<file path="src/verilog/rename_geom_pkg.sv">
// ####################
// Register file and checkpoint geometry of the rename unit
// The typedef widths are sized for these defaults; module parameters
// may change the array sizes only while the values fit these widths
// ####################
package rename_geom_pkg;

  // Architectural and physical integer register counts
  parameter int arf_count = 32;
  parameter int prf_count = 64;

  // Branch checkpoints that can be live at once
  parameter int cp_count = 4;

  typedef logic [4:0] arf_index_t;
  typedef logic [5:0] prf_index_t;
  typedef logic [1:0] cp_index_t;

  // Free list occupancy, holds 0 up to prf_count
  typedef logic [6:0] free_count_t;

endpackage

</file>
<file path="src/verilog/rename_op_pkg.sv">
// ####################
// Operation kinds, status codes and control states of the rename unit
// ####################
package rename_op_pkg;

  typedef enum logic [1:0] {
    op_rename  = 2'd0,
    op_retire  = 2'd1,
    op_recover = 2'd2
  } rename_op_e;

  // Any status other than st_ok leaves all tables untouched
  typedef enum logic [1:0] {
    st_ok             = 2'd0,
    st_no_free        = 2'd1,
    st_no_checkpoint  = 2'd2,
    st_bad_checkpoint = 2'd3
  } rename_status_e;

  typedef enum logic [1:0] {
    cs_idle, cs_execute, cs_respond, cs_release
  } control_state_e;

endpackage

</file>
<file path="src/verilog/map_table.sv">
// ####################
// Architectural to physical register map with full-copy checkpoints
// Reset maps register i to physical register i
// ####################
`timescale 1ns/1ps

module map_table #(
  parameter int ARF_COUNT = rename_geom_pkg::arf_count,
  parameter int CP_COUNT  = rename_geom_pkg::cp_count
) (
  input  logic clock,
  input  logic reset,
  input  rename_geom_pkg::arf_index_t rs1,
  input  rename_geom_pkg::arf_index_t rs2,
  input  rename_geom_pkg::arf_index_t rd,
  input  rename_geom_pkg::prf_index_t new_prd,
  input  logic write,
  input  logic snapshot,
  input  logic restore,
  input  rename_geom_pkg::cp_index_t cp_sel,
  output rename_geom_pkg::prf_index_t prs1,
  output rename_geom_pkg::prf_index_t prs2,
  output rename_geom_pkg::prf_index_t prev_prd
);

  rename_geom_pkg::prf_index_t map [ARF_COUNT];
  rename_geom_pkg::prf_index_t map_next [ARF_COUNT];
  rename_geom_pkg::prf_index_t snap [CP_COUNT][ARF_COUNT];

  // Reads come from the current map, before this cycle's write
  assign prs1     = map[rs1];
  assign prs2     = map[rs2];
  assign prev_prd = map[rd];

  always_comb begin
    map_next = map;
    if (write)
      map_next[rd] = new_prd;
  end

  always_ff @(posedge clock) begin
    if (reset) begin
      for (int i = 0; i < ARF_COUNT; i++)
        map[i] <= rename_geom_pkg::prf_index_t'(i);
    end else if (restore) begin
      map <= snap[cp_sel];
    end else begin
      map <= map_next;
    end
  end

  // A branch snapshot already holds the branch's own destination
  always_ff @(posedge clock) begin
    if (snapshot)
      snap[cp_sel] <= map_next;
  end

endmodule

</file>
<file path="src/verilog/free_list.sv">
// ####################
// Circular queue of free physical registers, PRF_COUNT-ARF_COUNT deep
// Restore rewinds only the head, registers freed since the snapshot stay
// ####################
`timescale 1ns/1ps

module free_list #(
  parameter int PRF_COUNT = rename_geom_pkg::prf_count,
  parameter int ARF_COUNT = rename_geom_pkg::arf_count,
  parameter int CP_COUNT  = rename_geom_pkg::cp_count
) (
  input  logic clock,
  input  logic reset,
  input  logic pop,
  input  logic push,
  input  rename_geom_pkg::prf_index_t push_prd,
  input  logic snapshot,
  input  logic restore,
  input  rename_geom_pkg::cp_index_t cp_sel,
  output rename_geom_pkg::prf_index_t head_prd,
  output logic free_empty
);

  localparam int DEPTH = PRF_COUNT - ARF_COUNT;
  localparam int SLOT_W = $clog2(DEPTH);

  typedef logic [SLOT_W-1:0] slot_t;

  rename_geom_pkg::prf_index_t queue [DEPTH];
  slot_t saved_head [CP_COUNT];
  slot_t head, head_next, tail;
  rename_geom_pkg::free_count_t count;
  rename_geom_pkg::free_count_t rollback;

  function automatic slot_t step(input slot_t idx);
    return (int'(idx) == DEPTH - 1) ? '0 : slot_t'(idx + 1'b1);
  endfunction

  assign head_prd   = queue[head];
  assign free_empty = (count == '0);
  assign head_next  = pop ? step(head) : head;

  // Entries handed out since the snapshot, they become free again
  always_comb begin
    if (head >= saved_head[cp_sel])
      rollback = rename_geom_pkg::free_count_t'(head - saved_head[cp_sel]);
    else
      rollback = rename_geom_pkg::free_count_t'(DEPTH + head - saved_head[cp_sel]);
  end

  always_ff @(posedge clock) begin
    if (reset) begin
      head  <= '0;
      tail  <= '0;
      count <= rename_geom_pkg::free_count_t'(DEPTH);
      for (int i = 0; i < DEPTH; i++)
        queue[i] <= rename_geom_pkg::prf_index_t'(ARF_COUNT + i);
    end else if (restore) begin
      head  <= saved_head[cp_sel];
      count <= count + rollback;
    end else if (push) begin
      queue[tail] <= push_prd;
      tail        <= step(tail);
      count       <= count + 1'b1;
    end else if (pop) begin
      head  <= head_next;
      count <= count - 1'b1;
    end
  end

  always_ff @(posedge clock) begin
    if (snapshot)
      saved_head[cp_sel] <= head_next;
  end

endmodule

</file>
<file path="src/verilog/checkpoint_ring.sv">
// ####################
// Checkpoint slots handed out and freed in program order
// Release with no live slot is ignored
// ####################
`timescale 1ns/1ps

module checkpoint_ring #(
  parameter int CP_COUNT = rename_geom_pkg::cp_count
) (
  input  logic clock,
  input  logic reset,
  input  logic alloc,
  input  logic release_cp,
  input  logic discard,
  input  rename_geom_pkg::cp_index_t recover_cp,
  output rename_geom_pkg::cp_index_t new_cp,
  output logic ring_full,
  output logic cp_live
);

  localparam int LIVE_W = $clog2(CP_COUNT + 1);

  rename_geom_pkg::cp_index_t oldest;
  rename_geom_pkg::cp_index_t distance;
  logic [LIVE_W-1:0] live;

  function automatic rename_geom_pkg::cp_index_t wrap(input int value);
    return rename_geom_pkg::cp_index_t'(value % CP_COUNT);
  endfunction

  // Age of recover_cp counted from the oldest slot
  assign distance  = wrap(int'(recover_cp) + CP_COUNT - int'(oldest));
  assign cp_live   = LIVE_W'(distance) < live;
  assign new_cp    = wrap(int'(oldest) + int'(live));
  assign ring_full = (live == LIVE_W'(CP_COUNT));

  always_ff @(posedge clock) begin
    if (reset) begin
      oldest <= '0;
      live   <= '0;
    end else if (discard) begin
      live <= LIVE_W'(distance);
    end else if (alloc) begin
      live <= live + 1'b1;
    end else if (release_cp && live != '0) begin
      oldest <= wrap(int'(oldest) + 1);
      live   <= live - 1'b1;
    end
  end

endmodule

</file>
<file path="src/verilog/rename_control.sv">
// ####################
// Four-phase req/ack sequencer, one operation in flight at a time
// Inputs must be stable while req is high; results hold while ack is high
// ####################
`timescale 1ns/1ps

module rename_control (
  input  logic clock,
  input  logic reset,
  input  logic req,
  output logic ack,
  input  rename_op_pkg::rename_op_e op,
  input  rename_geom_pkg::arf_index_t rs1, rs2, rd,
  input  logic rd_valid, is_branch,
  input  rename_geom_pkg::prf_index_t retire_prev_prd,
  input  logic retire_prev_valid, retire_is_branch,
  input  rename_geom_pkg::cp_index_t recover_cp,
  input  logic free_empty, ring_full, cp_live,
  input  rename_geom_pkg::prf_index_t map_prs1, map_prs2, map_prev_prd, head_prd,
  input  rename_geom_pkg::cp_index_t new_cp,
  output rename_op_pkg::rename_status_e status,
  output rename_geom_pkg::prf_index_t prs1, prs2, prd, prev_prd,
  output logic prev_valid,
  output rename_geom_pkg::cp_index_t cp_id,
  output logic map_write, map_snapshot, map_restore,
  output logic fl_pop, fl_push, fl_snapshot, fl_restore,
  output logic cp_alloc, cp_release, cp_discard,
  output logic latch_enable,
  output rename_geom_pkg::cp_index_t cp_sel,
  output rename_geom_pkg::arf_index_t rs1_q, rs2_q, rd_q,
  output rename_geom_pkg::prf_index_t retire_prd_q,
  output rename_geom_pkg::cp_index_t recover_cp_q
);

  rename_op_pkg::control_state_e state;
  rename_op_pkg::rename_op_e op_q;
  rename_op_pkg::rename_status_e status_now;
  logic rd_valid_q, is_branch_q;
  logic retire_valid_q, retire_branch_q;
  logic exec_ok;

  assign latch_enable = (state == rename_op_pkg::cs_idle) && req;

  // Capacity check, only meaningful while in execute
  always_comb begin
    status_now = rename_op_pkg::st_ok;
    if (op_q == rename_op_pkg::op_rename) begin
      if (rd_valid_q && free_empty)
        status_now = rename_op_pkg::st_no_free;
      else if (is_branch_q && ring_full)
        status_now = rename_op_pkg::st_no_checkpoint;
    end else if (op_q == rename_op_pkg::op_recover && !cp_live) begin
      status_now = rename_op_pkg::st_bad_checkpoint;
    end
  end

  assign exec_ok = (state == rename_op_pkg::cs_execute) && (status_now == rename_op_pkg::st_ok);

  assign map_write    = exec_ok && op_q == rename_op_pkg::op_rename && rd_valid_q;
  assign fl_pop       = map_write;
  assign cp_alloc     = exec_ok && op_q == rename_op_pkg::op_rename && is_branch_q;
  assign map_snapshot = cp_alloc;
  assign fl_snapshot  = cp_alloc;
  assign fl_push      = exec_ok && op_q == rename_op_pkg::op_retire && retire_valid_q;
  assign cp_release   = exec_ok && op_q == rename_op_pkg::op_retire && retire_branch_q;
  assign cp_discard   = exec_ok && op_q == rename_op_pkg::op_recover;
  assign map_restore  = cp_discard;
  assign fl_restore   = cp_discard;

  // Snapshots go to the next free slot, restores come from the named one
  assign cp_sel = (op_q == rename_op_pkg::op_recover) ? recover_cp_q : new_cp;

  always_ff @(posedge clock) begin
    if (reset) begin
      state <= rename_op_pkg::cs_idle;
      ack   <= 1'b0;
    end else begin
      case (state)
        rename_op_pkg::cs_idle: if (req) state <= rename_op_pkg::cs_execute;
        rename_op_pkg::cs_execute: state <= rename_op_pkg::cs_respond;
        rename_op_pkg::cs_respond: begin
          if (!ack) begin
            ack <= 1'b1;
          end else if (!req) begin
            ack   <= 1'b0;
            state <= rename_op_pkg::cs_release;
          end
        end
        default: state <= rename_op_pkg::cs_idle;
      endcase
    end
  end

  always_ff @(posedge clock) begin
    if (latch_enable) begin
      op_q            <= op;
      rs1_q           <= rs1;
      rs2_q           <= rs2;
      rd_q            <= rd;
      rd_valid_q      <= rd_valid;
      is_branch_q     <= is_branch;
      retire_prd_q    <= retire_prev_prd;
      retire_valid_q  <= retire_prev_valid;
      retire_branch_q <= retire_is_branch;
      recover_cp_q    <= recover_cp;
    end
    // Map reads here still see the mapping from before this write
    if (state == rename_op_pkg::cs_execute) begin
      status     <= status_now;
      prs1       <= map_prs1;
      prs2       <= map_prs2;
      prd        <= head_prd;
      prev_prd   <= map_prev_prd;
      prev_valid <= map_write;
      cp_id      <= cp_sel;
    end
  end

endmodule

</file>
<file path="src/verilog/rename_unit.sv">
// ####################
// Register rename unit, one operation per four-phase req/ack handshake
// ####################
`timescale 1ns/1ps

module rename_unit #(
  parameter int ARF_COUNT = rename_geom_pkg::arf_count,
  parameter int PRF_COUNT = rename_geom_pkg::prf_count,
  parameter int CP_COUNT  = rename_geom_pkg::cp_count
) (
  input  logic clock,
  input  logic reset,
  input  logic req,
  output logic ack,
  input  rename_op_pkg::rename_op_e op,
  input  rename_geom_pkg::arf_index_t rs1, rs2, rd,
  input  logic rd_valid, is_branch,
  input  rename_geom_pkg::prf_index_t retire_prev_prd,
  input  logic retire_prev_valid, retire_is_branch,
  input  rename_geom_pkg::cp_index_t recover_cp,
  output rename_geom_pkg::prf_index_t prs1, prs2, prd, prev_prd,
  output logic prev_valid,
  output rename_geom_pkg::cp_index_t cp_id,
  output rename_op_pkg::rename_status_e status
);

  rename_geom_pkg::prf_index_t map_prs1, map_prs2, map_prev_prd, head_prd, retire_prd_q;
  rename_geom_pkg::arf_index_t rs1_q, rs2_q, rd_q;
  rename_geom_pkg::cp_index_t new_cp, cp_sel, recover_cp_q;
  logic free_empty, ring_full, cp_live;
  logic map_write, map_snapshot, map_restore;
  logic fl_pop, fl_push, fl_snapshot, fl_restore;
  logic cp_alloc, cp_release, cp_discard;

  rename_control control0 (
    .clock, .reset, .req, .ack, .op, .rs1, .rs2, .rd, .rd_valid, .is_branch,
    .retire_prev_prd, .retire_prev_valid, .retire_is_branch, .recover_cp,
    .free_empty, .ring_full, .cp_live,
    .map_prs1, .map_prs2, .map_prev_prd, .head_prd, .new_cp,
    .status, .prs1, .prs2, .prd, .prev_prd, .prev_valid, .cp_id,
    .map_write, .map_snapshot, .map_restore,
    .fl_pop, .fl_push, .fl_snapshot, .fl_restore,
    .cp_alloc, .cp_release, .cp_discard,
    .latch_enable (),
    .cp_sel, .rs1_q, .rs2_q, .rd_q, .retire_prd_q, .recover_cp_q
  );

  map_table #(.ARF_COUNT(ARF_COUNT), .CP_COUNT(CP_COUNT)) map0 (
    .clock, .reset, .rs1(rs1_q), .rs2(rs2_q), .rd(rd_q), .new_prd(head_prd),
    .write(map_write), .snapshot(map_snapshot), .restore(map_restore), .cp_sel,
    .prs1(map_prs1), .prs2(map_prs2), .prev_prd(map_prev_prd)
  );

  free_list #(.PRF_COUNT(PRF_COUNT), .ARF_COUNT(ARF_COUNT), .CP_COUNT(CP_COUNT)) free0 (
    .clock, .reset, .pop(fl_pop), .push(fl_push), .push_prd(retire_prd_q),
    .snapshot(fl_snapshot), .restore(fl_restore), .cp_sel, .head_prd, .free_empty
  );

  checkpoint_ring #(.CP_COUNT(CP_COUNT)) ring0 (
    .clock, .reset, .alloc(cp_alloc), .release_cp(cp_release), .discard(cp_discard),
    .recover_cp(recover_cp_q), .new_cp, .ring_full, .cp_live
  );

endmodule

</file>
<file path="config.mk">
export PLATFORM = sky130hd
export DESIGN_NAME = rename_unit
export DESIGN_NICKNAME = d
export VERILOG_FILES = /design/src/verilog/rename_geom_pkg.sv /design/src/verilog/rename_op_pkg.sv /design/src/verilog/map_table.sv /design/src/verilog/free_list.sv /design/src/verilog/checkpoint_ring.sv /design/src/verilog/rename_control.sv /design/src/verilog/rename_unit.sv
export SDC_FILE = /design/constraint.sdc
export NUM_CORES = 2
export LEC_CHECK = 0
export BUFFER_PORTS_ARGS = -buffer_cell sky130_fd_sc_hd__buf_2
export CAP_MARGIN = 20
export CORE_UTILIZATION = 55
export CTS_CLUSTER_SIZE = 28
export DETAILED_ROUTE_END_ITERATION = 8
export PLACE_DENSITY_LB_ADDON = 0.1
export SYNTH_ARGS = -nofsm -noshare
export SYNTH_HDL_FRONTEND = slang
export SYNTH_HIERARCHICAL = 1
export SYNTH_SLANG_ARGS = --single-unit
export TNS_END_PERCENT = 20
</file>
<file path="constraint.sdc">
create_clock -name clock -period 20.2 [get_ports clock]
set_input_delay 2.02 -clock clock [delete_from_list [all_inputs] [get_ports clock]]
set_output_delay 2.02 -clock clock [all_outputs]
set_load 0.01 [all_outputs]
</file>
==> out/metrics.cfg <==
[route]
ant_nets = 0
routedWlPerCell_um = 30.52
dr_total_vias = 30770
drc = 0
dr.pass1.iters = 5
drt-initial-drc-count = 3139
routed_wl_mm = 141.0
vias_per_cell = 6.662

[floorplanning]
rows = 115
io_pins = 62
start_util_pct = 55.79
die_h_um = 318.7
die_area_sq_um = 101500
core_sq_um = 98850
die_w_um = 318.7

[yosys]
syn_area_per_cell_sq_um = 17.15
yosysTopAreaCellShare_pct = 56.52
synth-async-reset-ratio_pct = 0
syn-num-nets = 3274
yosys_warnings = 6
synth_cell_types = 69
synth-seq-cells = 1260
synthCells = 3215
ys.flop_type = edfxtp_1
netlist_top_cells_area = edfxtp_1 (57%), mux4_2 (16%), dfxtp_1 (8.1%)
synth_edf_count = 1038
yosysTopAreaCell = edfxtp_1
syn_area_sq_um = 55150
yosysSeqAreaShare_pct = 64.58

[placed_design]
gp_congestion = 1.001
io_buffers = 61
dp_hpwl_mm = 83.85

[worst_setup_path]
path_cells = nand2b_1, mux2_8, mux4_2, inv_1, ha_1, nor2b_1, o31ai_1, a31o_2, ha_1, o21ai_0, o21ai_0, a21oi_1, or4b_2, o311ai_0
crit_cells = 14
cp_slowest_cell = mux2_8
setup.worst_path.start_class = flip-flop
cp-end-kind = flip-flop
ff2ff_path_depth = 14
cp_top_family = multiplexers
cp.arrival_ps = 5570
critPathMaxStageDelay_ps = 770
r2r_slack_ps = 15260
worstPathRequired_ps = 20830
criticalPathCategory = flip-flop to flip-flop
cp_max_fo = 59
cp_num_buf_inv = 1

[final_layout]
fill_cells = 7090
final_common_cell = edfxtp_1
antennaDiodeCount = 0
layout_common_cells = edfxtp_1 (1,038), mux4_2 (381), dfxtp_1 (220)
final_nets = 3281
layout-drive-gt1-share_pct = 28.39
synthToLayoutAreaGrowth_pct = 10.35

[clocking]
clkLatencyLatePin_ps = 750
cts.sinks = 1260
cts_hold_buf = 0
clockBufferDepth = 3
post_cts.repair.setup_buffers = 0
cts_buffers = 133
ctsResizeCount = 0
cts.htree.levels = 4
clk_pin_slew_ps = 60
cts_tree = built
clockRootBuffer = clkbuf_16

[timing]
relSlewSlack_pct = 17.95
finalSetupViolCount = 0
period_needed_ps = 4942
setup_tns_ps = 0
finalHoldViolCount = 0
tightest_slew_ps = 1231
max_clock_freq_mhz = 202.3
period_share_pct = 24.47
rsz0062_at_grt = no
fin_skew_ps = 29.40
maxSlewViolCount = 0

[power_and_ir_drop]
power.density_nw_per_um2 = 107.1
finalPower_uw = 6519
p_leak_uw = 0.02045
ir_drop_mv = 0.1075

[global_routing]
grt-ovfl-total = 0
antenna_found_initial = 3
grtUsageTotal_pct = 28.28
grt_max_degree = 190
grt_pass1_vias = 31720
grt_pass1_wl_mm = 210.7

[job]
drv_cap = 0

[status]
status = complete, no violations

[min_path]
min_path_cells = 2
hold_path_class = flip-flop to flip-flop

[kinds of logic after synthesis]
group	Yosys count	synth area share (%)
adder cells (fa/ha/maj)	27	0.6534
buffers and inverters	268	2.042
AO/OA/AOI/OAI	343	5.091
AND/OR/NAND/NOR	675	6.895
XOR/XNOR	10	0.1588
flip-flops	1260	64.58
multiplexers	632	20.58
[Yosys cell counts (all sizes together), types with 80 or more instances]
cell type,n
edfxtp,1038
mux4,381
dfxtp,222
mux2,204
clkbuf,156
nand2b,129
and2,116
o211a,112
nand2,103
buf,87
a211o,81
nor2,80
[stage by stage]
| step | cells | setup WS (ps) | util (%) | cell area (sq um) | hold slack (ps) |
|---|---|---|---|---|---|
| final | 4619 | 15260 | 61.56 | 60850 | 479.6 |
| after global routing | 4619 | 14940 | 61.56 | 60850 | 517.6 |
| after CTS | 4615 | 15250 | 61.45 | 60740 | 478.4 |
| after detailed placement | 4370 | 15260 | 57.23 | 56570 | 470.1 |
| after global placement | 4365 | 15210 | 57.14 | 56480 | 468.4 |
| after floorplan | 3215 | 3391 | - | 55150 | 444.2 |
[final timing paths]
kind,startpoint,endpoint
max,control0/op_q[0]$_DFFE_PP_,free0/count[6]$_SDFFE_PP0P_
min,free0/count[4]$_SDFFE_PP0P_,free0/count[4]$_SDFFE_PP0P_
max reg2reg,control0/op_q[0]$_DFFE_PP_,free0/count[6]$_SDFFE_PP0P_
min reg2reg,free0/count[4]$_SDFFE_PP0P_,free0/count[4]$_SDFFE_PP0P_
[state kept, by name, summed over array words and instances, names as in the netlist, 6 cells and up, named ones only]
register,flops
control0/prs1,6
control0/retire_prd_q,6
control0/prd,6
free0/queue,192
free0/saved_head,20
map0/map,192
control0/prs2,6
map0/snap,768
control0/prev_prd,6
free0/count,7
[worst register-to-register path: stages, from the launching register on]
cell and delay, ps:
edfxtp_1 440, nand2b_1 300, mux2_8 770, mux4_2 650
inv_1 130, ha_1 260, nor2b_1 150, o31ai_1 430
a31o_2 250, ha_1 210, o21ai_0 130, o21ai_0 300
a21oi_1 130, or4b_2 600, o311ai_0 110
[cell type report]
cell class / instances / area (sq um) / area share [%]
clock buffers: 194 / 3744 / 6.152
repair buffers: 115 / 883.3 / 1.452
multi-input cells: 1687 / 18470 / 30.36
well taps: 1287 / 1610 / 2.646
flip-flops and latches: 1260 / 35620 / 58.53
inverters: 25 / 96.34 / 0.1583
clock inverters: 51 / 427.9 / 0.7032
[report_power, final]
| group | internal (uW) | switching [uW] | total, uW |
|---|---|---|---|
| Combinational | 482 | 663 | 1140 |
| Clock | 1350 | 982 | 2340 |
| Sequential | 2950 | 93.0 | 3040 |
| Total | 4780 | 1740 | 6520 |
[metal layers]
| metal | vias up | share of wire, % | GRT usage (%) |
|---|---|---|---|
| met2 | 1351 | 49 | 45.50 |
| met4 | 6 | 3.4 | 10.42 |
| met3 | 274 | 7.4 | 5.291 |
| met5 | - | 0.032 | 0 |
| met1 | 16190 | 40 | 38.68 |
| li1 | 12950 | - | - |
Note: power is estimated with default switching activity, not from simulation.
